File: src/logic/spi_cmd_pkg.sv
package spi_cmd_pkg;

    typedef logic [7:0]  byte_t;
    typedef logic [15:0] word_t;
    typedef logic [15:0] count_t;
    // wide enough to run past the end of the RAM
    typedef logic [15:0] burst_addr_t;

    typedef enum logic [7:0] {
        op_disable = 8'h00,
        op_enable  = 8'h01,
        op_wr_reg  = 8'h02,
        op_rd_reg  = 8'h03,
        op_wr_ram  = 8'h06,
        op_rd_ram  = 8'h07
    } opcode_e;

    typedef enum logic [7:0] {
        reg_sum  = 8'd0,
        reg_num1 = 8'd1,
        reg_num2 = 8'd2,
        reg_num3 = 8'd3,
        reg_en   = 8'd4
    } reg_addr_e;

    typedef struct packed {
        logic scl;
        logic sdi;
        logic sel;
    } spi_pins_t;

    typedef struct packed {
        logic  wr;
        byte_t addr;
        word_t data;
        logic  en_set;
        logic  en_clr;
    } reg_cmd_t;

    typedef struct packed {
        logic        we;
        burst_addr_t addr;
        word_t       wdata;
    } ram_req_t;

    typedef struct packed {
        word_t num1;
        word_t num2;
        word_t num3;
    } num_regs_t;

endpackage

File: src/logic/cmd_parser.sv
`timescale 1ns/100ps

module cmd_parser
    import spi_cmd_pkg::*;
#(
    parameter int RAM_DEPTH = 64
)
(
    input  logic     clk,
    input  logic     rst_n,
    input  byte_t    rx_byte,
    input  logic     byte_begin,
    input  logic     byte_end,
    input  logic     frame_active,
    output byte_t    tx_byte,
    output reg_cmd_t reg_cmd,
    output byte_t    rd_addr,
    input  word_t    rd_data,
    output ram_req_t ram_req,
    input  word_t    ram_rdata
);

    typedef enum logic [3:0] {
        s_idle,
        s_opcode,
        s_wait,
        s_reg_addr,
        s_reg_hi,
        s_reg_lo,
        s_burst_addr,
        s_burst_cnt_hi,
        s_burst_cnt_lo,
        s_burst_set,
        s_burst_hi,
        s_burst_lo
    } state_e;

    state_e      state;
    logic        op_wr;
    logic        en_set_q;
    logic        en_clr_q;
    logic        ram_we;
    burst_addr_t ram_addr;
    word_t       ram_wdata;
    burst_addr_t burst_addr;
    count_t      burst_cnt;
    byte_t       reg_addr;
    byte_t       data_hi;
    word_t       data_reg;
    logic        in_range;

    assign in_range = (burst_addr < RAM_DEPTH);

    always_ff @(posedge clk or negedge rst_n) begin
        if (!rst_n) begin
            state      <= s_idle;
            op_wr      <= 1'b0;
            en_set_q   <= 1'b0;
            en_clr_q   <= 1'b0;
            ram_we     <= 1'b0;
            ram_addr   <= '0;
            burst_addr <= '0;
            burst_cnt  <= '0;
        end else begin
            en_set_q <= 1'b0;
            en_clr_q <= 1'b0;
            ram_we   <= 1'b0;
            // select high ends any command, finished or not
            if (!frame_active) begin
                state <= s_idle;
            end else begin
                case (state)
                    s_idle: begin
                        if (byte_begin)
                            state <= s_opcode;
                    end
                    s_opcode: begin
                        if (byte_end) begin
                            case (opcode_e'(rx_byte))
                                op_disable: begin
                                    en_clr_q <= 1'b1;
                                    state    <= s_wait;
                                end
                                op_enable: begin
                                    en_set_q <= 1'b1;
                                    state    <= s_wait;
                                end
                                op_wr_reg,
                                op_rd_reg: begin
                                    op_wr <= (rx_byte == op_wr_reg);
                                    state <= s_reg_addr;
                                end
                                op_wr_ram,
                                op_rd_ram: begin
                                    op_wr <= (rx_byte == op_wr_ram);
                                    state <= s_burst_addr;
                                end
                                // unknown opcode, ignore rest of frame
                                default: state <= s_wait;
                            endcase
                        end
                    end
                    s_reg_addr: begin
                        if (byte_end)
                            state <= s_reg_hi;
                    end
                    s_reg_hi: begin
                        if (byte_end)
                            state <= s_reg_lo;
                    end
                    s_reg_lo: begin
                        if (byte_end)
                            state <= s_wait;
                    end
                    s_burst_addr: begin
                        if (byte_end) begin
                            burst_addr <= {8'h00, rx_byte};
                            ram_addr   <= {8'h00, rx_byte};
                            state      <= s_burst_cnt_hi;
                        end
                    end
                    s_burst_cnt_hi: begin
                        if (byte_end) begin
                            burst_cnt[15:8] <= rx_byte;
                            state           <= s_burst_cnt_lo;
                        end
                    end
                    s_burst_cnt_lo: begin
                        if (byte_end) begin
                            burst_cnt[7:0] <= rx_byte;
                            if ({burst_cnt[15:8], rx_byte} == 16'd0)
                                state <= s_wait;
                            else
                                state <= s_burst_set;
                        end
                    end
                    // present word address, high byte slot starts here
                    s_burst_set: begin
                        ram_addr <= burst_addr;
                        if (byte_begin)
                            state <= s_burst_hi;
                    end
                    s_burst_hi: begin
                        if (byte_end)
                            state <= s_burst_lo;
                    end
                    s_burst_lo: begin
                        // read: step early so the next word is ready in time
                        if (byte_begin && !op_wr) begin
                            burst_addr <= burst_addr + 16'd1;
                            ram_addr   <= burst_addr + 16'd1;
                        end
                        if (byte_end) begin
                            if (op_wr) begin
                                ram_we     <= in_range;
                                ram_addr   <= burst_addr;
                                burst_addr <= burst_addr + 16'd1;
                            end
                            burst_cnt <= burst_cnt - 16'd1;
                            if (burst_cnt == 16'd1)
                                state <= s_wait;
                            else
                                state <= s_burst_set;
                        end
                    end
                    s_wait: ;
                    default: state <= s_idle;
                endcase
            end
        end
    end

    always_ff @(posedge clk) begin
        if (byte_end) begin
            case (state)
                s_reg_addr: begin
                    reg_addr <= rx_byte;
                    data_reg <= rd_data;
                end
                s_reg_hi,
                s_burst_hi: data_hi <= rx_byte;
                s_burst_lo: begin
                    if (op_wr)
                        ram_wdata <= {data_hi, rx_byte};
                end
                default: ;
            endcase
        end
    end

    always_comb begin
        tx_byte = '0;
        case (state)
            s_reg_hi: begin
                if (!op_wr)
                    tx_byte = data_reg[15:8];
            end
            s_reg_lo: begin
                if (!op_wr)
                    tx_byte = data_reg[7:0];
            end
            s_burst_set: begin
                if (!op_wr && in_range)
                    tx_byte = ram_rdata[15:8];
            end
            s_burst_lo: begin
                if (!op_wr && in_range)
                    tx_byte = ram_rdata[7:0];
            end
            default: ;
        endcase
    end

    assign rd_addr = rx_byte;

    assign reg_cmd.wr     = (state == s_reg_lo) && op_wr && byte_end;
    assign reg_cmd.addr   = reg_addr;
    assign reg_cmd.data   = {data_hi, rx_byte};
    assign reg_cmd.en_set = en_set_q;
    assign reg_cmd.en_clr = en_clr_q;

    assign ram_req.we    = ram_we;
    assign ram_req.addr  = ram_addr;
    assign ram_req.wdata = ram_wdata;

    // keeps word_ram from ever seeing a write past its end
    a_ram_we_in_range: assert property (
        @(posedge clk) disable iff (!rst_n) ram_req.we |-> (ram_req.addr < RAM_DEPTH)
    );

endmodule

File: src/logic/ctrl_regs.sv
`timescale 1ns/100ps

module ctrl_regs
    import spi_cmd_pkg::*;
(
    input  logic      clk,
    input  logic      rst_n,
    input  reg_cmd_t  reg_cmd,
    input  byte_t     rd_addr,
    output word_t     rd_data,
    input  word_t     sum,
    output num_regs_t nums,
    output logic      en
);

    always_ff @(posedge clk or negedge rst_n) begin
        if (!rst_n) begin
            nums <= '0;
            en   <= 1'b0;
        end else begin
            // sum and en are not writable through the register path
            if (reg_cmd.wr) begin
                case (reg_addr_e'(reg_cmd.addr))
                    reg_num1: nums.num1 <= reg_cmd.data;
                    reg_num2: nums.num2 <= reg_cmd.data;
                    reg_num3: nums.num3 <= reg_cmd.data;
                    default: ;
                endcase
            end
            if (reg_cmd.en_set)
                en <= 1'b1;
            else if (reg_cmd.en_clr)
                en <= 1'b0;
        end
    end

    always_comb begin
        case (reg_addr_e'(rd_addr))
            reg_sum:  rd_data = sum;
            reg_num1: rd_data = nums.num1;
            reg_num2: rd_data = nums.num2;
            reg_num3: rd_data = nums.num3;
            reg_en:   rd_data = word_t'(en);
            default:  rd_data = '0;
        endcase
    end

    // enable and disable come from different opcodes
    a_en_strobes_exclusive: assert property (
        @(posedge clk) disable iff (!rst_n) !(reg_cmd.en_set && reg_cmd.en_clr)
    );

endmodule

File: src/logic/spi_byte_slave.sv
`timescale 1ns/100ps

module spi_byte_slave
    import spi_cmd_pkg::*;
(
    input  logic      clk,
    input  logic      rst_n,
    input  spi_pins_t pins,
    input  byte_t     tx_byte,
    output logic      sdo,
    output byte_t     rx_byte,
    output logic      byte_begin,
    output logic      byte_end,
    output logic      frame_active
);

    localparam spi_pins_t PINS_IDLE = '{scl: 1'b0, sdi: 1'b0, sel: 1'b1};

    spi_pins_t  pins_s1;
    spi_pins_t  pins_s2;
    spi_pins_t  pins_d;
    logic [2:0] bit_cnt;
    byte_t      rx_shift;
    byte_t      tx_shift;
    logic       scl_rise;
    logic       scl_fall;
    logic       sel_fall;

    // two-flop synchronizer, then one more stage for edge detection
    always_ff @(posedge clk or negedge rst_n) begin
        if (!rst_n) begin
            pins_s1 <= PINS_IDLE;
            pins_s2 <= PINS_IDLE;
            pins_d  <= PINS_IDLE;
        end else begin
            pins_s1 <= pins;
            pins_s2 <= pins_s1;
            pins_d  <= pins_s2;
        end
    end

    assign scl_rise     = pins_s2.scl & ~pins_d.scl;
    assign scl_fall     = ~pins_s2.scl & pins_d.scl;
    assign sel_fall     = ~pins_s2.sel & pins_d.sel;
    assign frame_active = ~pins_s2.sel;

    always_ff @(posedge clk or negedge rst_n) begin
        if (!rst_n) begin
            bit_cnt    <= 3'd0;
            byte_begin <= 1'b0;
            byte_end   <= 1'b0;
        end else begin
            byte_end   <= 1'b0;
            // next byte starts right after the previous one ends
            byte_begin <= sel_fall | (byte_end & frame_active);
            if (!frame_active) begin
                bit_cnt <= 3'd0;
            end else if (scl_rise) begin
                bit_cnt <= bit_cnt + 3'd1;
                if (bit_cnt == 3'd7) begin
                    byte_end <= 1'b1;
                end
            end
        end
    end

    always_ff @(posedge clk) begin
        if (frame_active && scl_rise) begin
            rx_shift <= {rx_shift[6:0], pins_s2.sdi};
            if (bit_cnt == 3'd7) begin
                rx_byte <= {rx_shift[6:0], pins_s2.sdi};
            end
        end
    end

    // mode 0: shift out on falling edges, but not the trailing fall of a byte
    always_ff @(posedge clk or negedge rst_n) begin
        if (!rst_n) begin
            tx_shift <= '0;
        end else if (!frame_active) begin
            tx_shift <= '0;
        end else if (byte_begin) begin
            tx_shift <= tx_byte;
        end else if (scl_fall && bit_cnt != 3'd0) begin
            tx_shift <= {tx_shift[6:0], 1'b0};
        end
    end

    assign sdo = tx_shift[7];

    a_begin_end_apart: assert property (
        @(posedge clk) disable iff (!rst_n) !(byte_begin && byte_end)
    );

endmodule

File: src/logic/spi_cmd_top.sv
`timescale 1ns/100ps

module spi_cmd_top
    import spi_cmd_pkg::*;
#(
    parameter int RAM_DEPTH = 64
)
(
    input  logic      clk,
    input  logic      rst_n,
    input  spi_pins_t pins,
    output logic      sdo,
    input  word_t     sum,
    output num_regs_t nums,
    output logic      en
);

    byte_t    rx_byte;
    byte_t    tx_byte;
    logic     byte_begin;
    logic     byte_end;
    logic     frame_active;
    reg_cmd_t reg_cmd;
    byte_t    rd_addr;
    word_t    rd_data;
    ram_req_t ram_req;
    word_t    ram_rdata;

    spi_byte_slave u_slave (
        .clk          (clk),
        .rst_n        (rst_n),
        .pins         (pins),
        .tx_byte      (tx_byte),
        .sdo          (sdo),
        .rx_byte      (rx_byte),
        .byte_begin   (byte_begin),
        .byte_end     (byte_end),
        .frame_active (frame_active)
    );

    cmd_parser #(
        .RAM_DEPTH (RAM_DEPTH)
    ) u_parser (
        .clk          (clk),
        .rst_n        (rst_n),
        .rx_byte      (rx_byte),
        .byte_begin   (byte_begin),
        .byte_end     (byte_end),
        .frame_active (frame_active),
        .tx_byte      (tx_byte),
        .reg_cmd      (reg_cmd),
        .rd_addr      (rd_addr),
        .rd_data      (rd_data),
        .ram_req      (ram_req),
        .ram_rdata    (ram_rdata)
    );

    ctrl_regs u_regs (
        .clk     (clk),
        .rst_n   (rst_n),
        .reg_cmd (reg_cmd),
        .rd_addr (rd_addr),
        .rd_data (rd_data),
        .sum     (sum),
        .nums    (nums),
        .en      (en)
    );

    word_ram #(
        .RAM_DEPTH (RAM_DEPTH)
    ) u_ram (
        .clk   (clk),
        .req   (ram_req),
        .rdata (ram_rdata)
    );

endmodule

File: src/logic/word_ram.sv
`timescale 1ns/100ps

module word_ram
    import spi_cmd_pkg::*;
#(
    parameter int RAM_DEPTH = 64
)
(
    input  logic     clk,
    input  ram_req_t req,
    output word_t    rdata
);

    localparam int AW = $clog2(RAM_DEPTH);

    word_t         mem [RAM_DEPTH];
    logic [AW-1:0] idx;

    // upper address bits dropped here, range is checked by the parser
    assign idx = req.addr[AW-1:0];

    always_ff @(posedge clk) begin
        if (req.we)
            mem[idx] <= req.wdata;
        rdata <= mem[idx];
    end

endmodule

File: config.mk
export PLATFORM = sky130hd
export DESIGN_NAME = spi_cmd_top
export DESIGN_NICKNAME = d
export VERILOG_FILES = /design/src/logic/spi_cmd_pkg.sv /design/src/logic/cmd_parser.sv /design/src/logic/ctrl_regs.sv /design/src/logic/spi_byte_slave.sv /design/src/logic/spi_cmd_top.sv /design/src/logic/word_ram.sv
export SDC_FILE = /design/constraint.sdc
export NUM_CORES = 1
export LEC_CHECK = 0
export ABC_CLOCK_PERIOD_IN_PS = 7100
export BUFFER_PORTS_ARGS = -buffer_cell sky130_fd_sc_hd__buf_2
export CAP_MARGIN = 40
export CELL_PAD_IN_SITES_DETAIL_PLACEMENT = 1
export CELL_PAD_IN_SITES_GLOBAL_PLACEMENT = 1
export CORE_MARGIN = 1
export CORE_UTILIZATION = 25
export CTS_BUF_LIST = sky130_fd_sc_hd__clkbuf_2
export CTS_CLUSTER_DIAMETER = 50
export DETAILED_ROUTE_END_ITERATION = 7
export PLACE_DENSITY = 0.49
export SYNTH_ARGS = -nofsm -noshare
export SYNTH_HDL_FRONTEND = slang
export SYNTH_SLANG_ARGS = --single-unit
File: constraint.sdc
create_clock -name clk -period 7.1 [get_ports clk]
set_input_delay 0.71 -clock clk [delete_from_list [all_inputs] [get_ports clk]]
set_output_delay 0.71 -clock clk [all_outputs]
set_load 0.1 [all_outputs]
Yosys cells after proc, flatten, opt, wreduce, memory -nomap -nowiden
Memories as Yosys holds them, arrays and structs flattened. A register that Yosys moved wholly into a read port is not among the register bits.
Index checks and enable logic that the tools add are counted.
Widths: inputs -> output; s select.
{ "word_totals": {"reg_bits": 189, "ram_bits": 1024, "in_bits": 21, "word_cells": 177, "n_memories": 1} }
{ "memory_table": {"columns": ["name", "depth", "width", "read_ports", "rd_clocked_by_memory_dff", "write_ports", "line", "text"], "rows": [
  ["u_ram.mem", 64, 16, 1, 1, 1, "word_ram.sv:16", "word_t mem [RAM_DEPTH];"]
]} }
{ "classes": {"add_sub_neg": 3, "magnitude_cmp": 1, "n_eq_ne": 38, "mux": 60, "n_bitwise": 8, "reduce_logical": 35} }
{ "ops": {"columns": ["cell", "n"], "rows": [
  ["$mux 16", 8],
  ["$pmux 16 s5", 1],
  ["$mux 8", 8],
  ["$mux 4", 14],
  ["$pmux 16 s3", 1],
  ["$pmux 4 s12", 1],
  ["$ne 3x3->1 const B", 11],
  ["$eq 8x2->1 const B", 4],
  ["$pmux 16 s2", 1],
  ["$pmux 8 s2", 2],
  ["$pmux 8 s4", 1],
  ["$eq 8x3->1 const B", 3],
  ["$mux 1", 19],
  ["$add 16x1->16 const B", 1],
  ["$eq 16x1->1 const B", 1],
  ["$eq 4x3->1 const B", 4],
  ["$eq 4x4->1 const B", 4],
  ["$eq 8x1->1 const B", 2],
  ["$logic_not 16->1", 1],
  ["$lt 16x7->1 const B", 1],
  ["$sub 16x1->16 const B", 1],
  ["$reduce_and 12->1", 1],
  ["$reduce_and 2->1", 6],
  ["$reduce_and 4->1", 3],
  ["other kinds (19)", 46]
]} }

Depth between registers and ports, before layout
{ "depth": {"ltp_word": 6, "ltp_mapped": 11} }

Modules after synthesis
From an unflattened synthesis, not the netlist that was laid out.
{ "hier_totals": {"hier_cells": 3065, "hier_area_um2": 49083.3} }
{ "by_module_without_submodules": {"columns": ["mod", "instances", "cells_each", "area_per_inst_um2"], "rows": [
  ["word_ram", 1, 2266, 39659.3],
  ["cmd_parser", 1, 562, 5636.7],
  ["ctrl_regs", 1, 153, 2419.8],
  ["spi_byte_slave", 1, 84, 1367.6]
]} }

Least setup slack after synthesis
OpenSTA, ideal clock, no wires.
{ "synth_timing": {"path_kind": "reg-to-reg", "from": "register u_parser.state[0]", "to": "register u_parser.data_reg[0], enable pin", "setup_time_ps": 435, "arrival_time_ps": 2585, "slack_ps": 4080, "stages_incl_launch_ff": 4, "n_path_buf": 1, "path_cell_list": "dfrtp_1 > clkbuf_1 > clkinv_1 > nor3_1"} }
{ "synth_via": {"elab_chain_len": 2} }
{ "synth_rtl": {"columns": ["item", "line", "text"], "rows": [
  ["start: declaration", "cmd_parser.sv:38", "state_e state;"],
  ["start signal: assignment", "cmd_parser.sv:56", "state <= s_idle;"],
  ["start signal: assignment", "cmd_parser.sv:70", "state <= s_idle;"],
  ["start signal: assignment", "cmd_parser.sv:75", "state <= s_opcode;"],
  ["$eq 4x2->1", "cmd_parser.sv:175", "case (state)"],
  ["$reduce_and 2->1 (no line)", null, null],
  ["end signal: assignment", "cmd_parser.sv:178", "data_reg <= rd_data;"],
  ["end: declaration", "cmd_parser.sv:49", "word_t data_reg;"]
]} }
Every way passes these cells.
A chain may end at the register's enable or synchronous reset.

==> load_flow_metrics.sql <==
INSERT INTO impl_metrics (metric_group, metric, value, unit) VALUES
('global_routing', 'grt_antenna_before_repair', '9', ''),
('logic_synthesis', 'ys_dominant_reg_cell', 'edfxtp_1', ''),
('floorplan', 'die-area', '196000', 'um2'),
('drt', 'wl_per_cell', '27.9', 'um'),
('logic_synthesis', 'area_share_of_and_or_nand_nor_cells_after_synthesis', '4.64', '%'),
('final_layout', 'fillerInstances', '20336', ''),
('floorplan', 'initial_core_util', '25.2', '%'),
('cts', 'cts_tree', 'yes', ''),
('logic_synthesis', 'synth_compound_area_share', '8.62', '%'),
('final_layout', 'top_regs', 'u_ram.mem: 1024 flops, u_regs.nums: 48 flops', ''),
('timing', 'maxSlewHeadroom', '16.5', '%'),
('global_routing', 'overflow', '0', ''),
('global_routing', 'globalRouteTotalUtil', '16.8', '%'),
('final_layout', 'mostFrequentLayoutCells', '1087 x edfxtp_1, 499 x clkbuf_2, 112 x mux2i_1', ''),
('flow_run', 'number_of_max_cap_violations', '0', ''),
('logic_synthesis', 'yosysSeqAreaShare', '74.0', '%'),
('setup_path', 'cp.required', '8.69', 'ns'),
('pwr', 'ir_drop_worst_case_vdd', '0.112', 'mV'),
('cts', 'cts_inserted_buffers', '336', ''),
('cts', 'clock_tree.buffer_depth', '4', ''),
('timing', 'slew_limit_fails', '0', ''),
('global_routing', 'grt_pass1_wl', '237', 'mm'),
('cts', 'insertion_delay', '1.82', 'ns'),
('drt', 'drt_pass1_iterations', '7', ''),
('place', 'dp_hpwl', '103', 'mm'),
('floorplan', 'die_h', '442', 'um'),
('pwr', 'leakagePower', '18.9', 'nW'),
('final_layout', 'layout_commonest_cell', 'edfxtp_1', ''),
('worst_hold_path', 'hp-class', 'primary input to flop', ''),
('timing', 'finalHoldViolations', '0', ''),
('timing', 'timing.final.crit_share', '54.4', '%'),
('run_status', 'status', 'finished, final reports clean', ''),
('cts', 'cts.root.buffer_cell', 'clkbuf_2', ''),
('logic_synthesis', 'synthesis.area', '48500', 'um2'),
('logic_synthesis', 'synth_top_family_by_area', 'multiplexers', ''),
('global_routing', 'first_global_vias', '30559', ''),
('setup_path', 'worstPathMaxFanout', '55', ''),
('logic_synthesis', 'synth_seq_cells', '1219', ''),
('drt', 'drt.antenna.violating_nets', '0', ''),
('setup_path', 'type_of_the_worst_setup_path', 'flop to flop', ''),
('setup_path', 'crit-reg2reg-launch', 'u_parser.ram_addr[2]$_DFFE_PN0P_', ''),
('logic_synthesis', 'synth.distinct_cells', '89', ''),
('timing', 'timing.setup.tns', '0', 'ns'),
('drt', 'post-route-drc-count', '0', ''),
('worst_hold_path', 'hold-path-cell-count', '6', ''),
('logic_synthesis', 'post_synth_fa_ha_maj_area_fraction', '0.155', '%'),
('setup_path', 'worst_case_register_to_register_setup_slack', '3.24', 'ns'),
('final_layout', 'post_route_cells_drive_above_1_share', '31.6', '%'),
('final_layout', 'layout.core_utilization', '29.4', '%'),
('setup_path', 'timing.rr.end', 'u_ram.rdata[15]$_DFF_P_', ''),
('pwr', 'powerDensity', '224', 'nW/um2'),
('timing', 'post-route-min-period', '3.86', 'ns'),
('final_layout', 'finalNetCount', '3247', ''),
('floorplan', 'io-pin-count', '71', ''),
('drt', 'drt_iter0_drc', '2615', ''),
('final_layout', 'most_flops_register', 'u_ram.mem', ''),
('worst_hold_path', 'worst_hold_end', 'u_parser.data_reg[0]$_DFFE_PP_', ''),
('floorplan', 'die_x', '442', 'um'),
('setup_path', 'timing.reg2reg.worst_path_depth', '7', ''),
('worst_hold_path', 'hold_path_startpoint', 'sum[0]', ''),
('setup_path', 'cp-start-kind', 'flop', ''),
('pwr', 'totalPowerFinal', '0.0127', 'W'),
('final_layout', 'area_growth_syn_to_layout', '16.6', '%'),
('logic_synthesis', 'proportion_of_synthesized_area_in_mux_cells', '10.5', '%'),
('cts', 'cts_sinks', '1219', ''),
('floorplan', 'core.rowCount', '161', ''),
('place', 'placement.io_buffers', '70', ''),
('logic_synthesis', 'syn_avg_cell_area', '17.4', 'um2'),
('final_layout', 'largest_register_ffs', '1024', ''),
('timing', 'finalClockSkew', '0.182', 'ns'),
('logic_synthesis', 'mappedNetlistNets', '2818', '');
-- metrics by stage --
stage	instance area [um2]	hold WS [ns]	cells	setup WS (ns)
floorplan	48500	0.331	2791	4.08
global placement	52000	0.338	5285	2.93
detailed placement	53300	0.336	5364	3.17
CTS	56500	0.0359	5956	3.17
global route	56500	0.142	5965	3.11
finish	56500	0.236	5970	3.24
-- worst max path at each step --
| stage | to | slack [ns] | cells after the start |
|---|---|---|---|
| global route | u_ram.rdata[9]$_DFF_P_ | 3.11 | 8 |
| CTS | u_ram.rdata[15]$_DFF_P_ | 3.17 | 7 |
| floorplan | u_parser.data_reg[0]$_DFFE_PP_ | 4.08 | 3 |
| global placement | u_ram.mem[26][12]$_DFFE_PP_ | 2.93 | 4 |
| detailed placement | u_ram.rdata[15]$_DFF_P_ | 3.17 | 7 |
| finish | u_ram.rdata[15]$_DFF_P_ | 3.24 | 7 |
-- critical path: stages, from the launching register on --
cell and delay [ns]:
dfrtp_4 0.80, buf_4 0.76, buf_4 0.50, mux2i_1 0.23
o32ai_1 0.09, a311oi_1 0.45, o21ai_0 0.30, or4b_1 0.55
-- synth_stat cells, types with 64 or more instances --
library cell  instances  share of area, %
o21ai_0              75              0.77
mux4_2              107               5.0
dfrtp_1             113               5.8
mux2_2              106               2.5
a21oi_1              64              0.66
clkbuf_1             79              0.61
a221oi_1             96               1.7
a22oi_1              69               1.1
mux2i_1             112               2.3
edfxtp_1           1087                67
nand2_1             102              0.79
buf_2                67              0.69
nor2_1              149               1.2
-- kinds of logic (layout without fill, tap and decap cells) --
kind of cell | count (synthesis) | after routing
compound gates | 565 | 565
xor+xnor | 6 | 6
fa+ha+maj | 6 | 6
buf+inv | 198 | 840
flops | 1219 | 1219
mux | 351 | 351
other cells | 0 | 11
simple gates | 446 | 446
-- cell type report --
type                            instances  area, um2  area share, %
Clock buffer                          499       2500           4.42
Tap cell                             2526       3160           5.59
Inverter                               18       70.1          0.124
Multi-Input combinational cell       1374      11900           21.1
Clock inverter                         52        256          0.454
Timing Repair Buffer                  271       2750           4.86
Antenna cell                           11       27.5         0.0487
Sequential cell                      1219      35900           63.4
-- where the power goes --
| group | switching (W) | internal [W] | leakage (nW) |
|---|---|---|---|
| combinational | 0.0000462 | 0.0000368 | 5.27 |
| clock | 0.00298 | 0.00191 | 2.21 |
| sequential | 0.00000930 | 0.00770 | 11.5 |
| total | 0.00303 | 0.00964 | 18.9 |
-- per-layer routing --
| layer | track usage, % | part of all wire, % | wire length [um] | vias up |
|---|---|---|---|---|
| met5 | 0 | 0.011 | 19 | - |
| li1 | - | - | - | 12419 |
| met1 | 22.6 | 44 | 74000 | 15597 |
| met3 | 3.44 | 5.7 | 9430 | 276 |
| met2 | 26.6 | 47 | 78500 | 1032 |
| met4 | 6.25 | 2.9 | 4850 | 2 |
-- what timing repair did --
item | in CTS | in global routing
hold buffers | 41 | 1
endpoints found under the hold margin | 134 | 2
gates resized for setup | 0 | 0
endpoints found under the setup margin | 0 | 0
setup buffers | 0 | 0
Power figures use the tool's default switching activity.
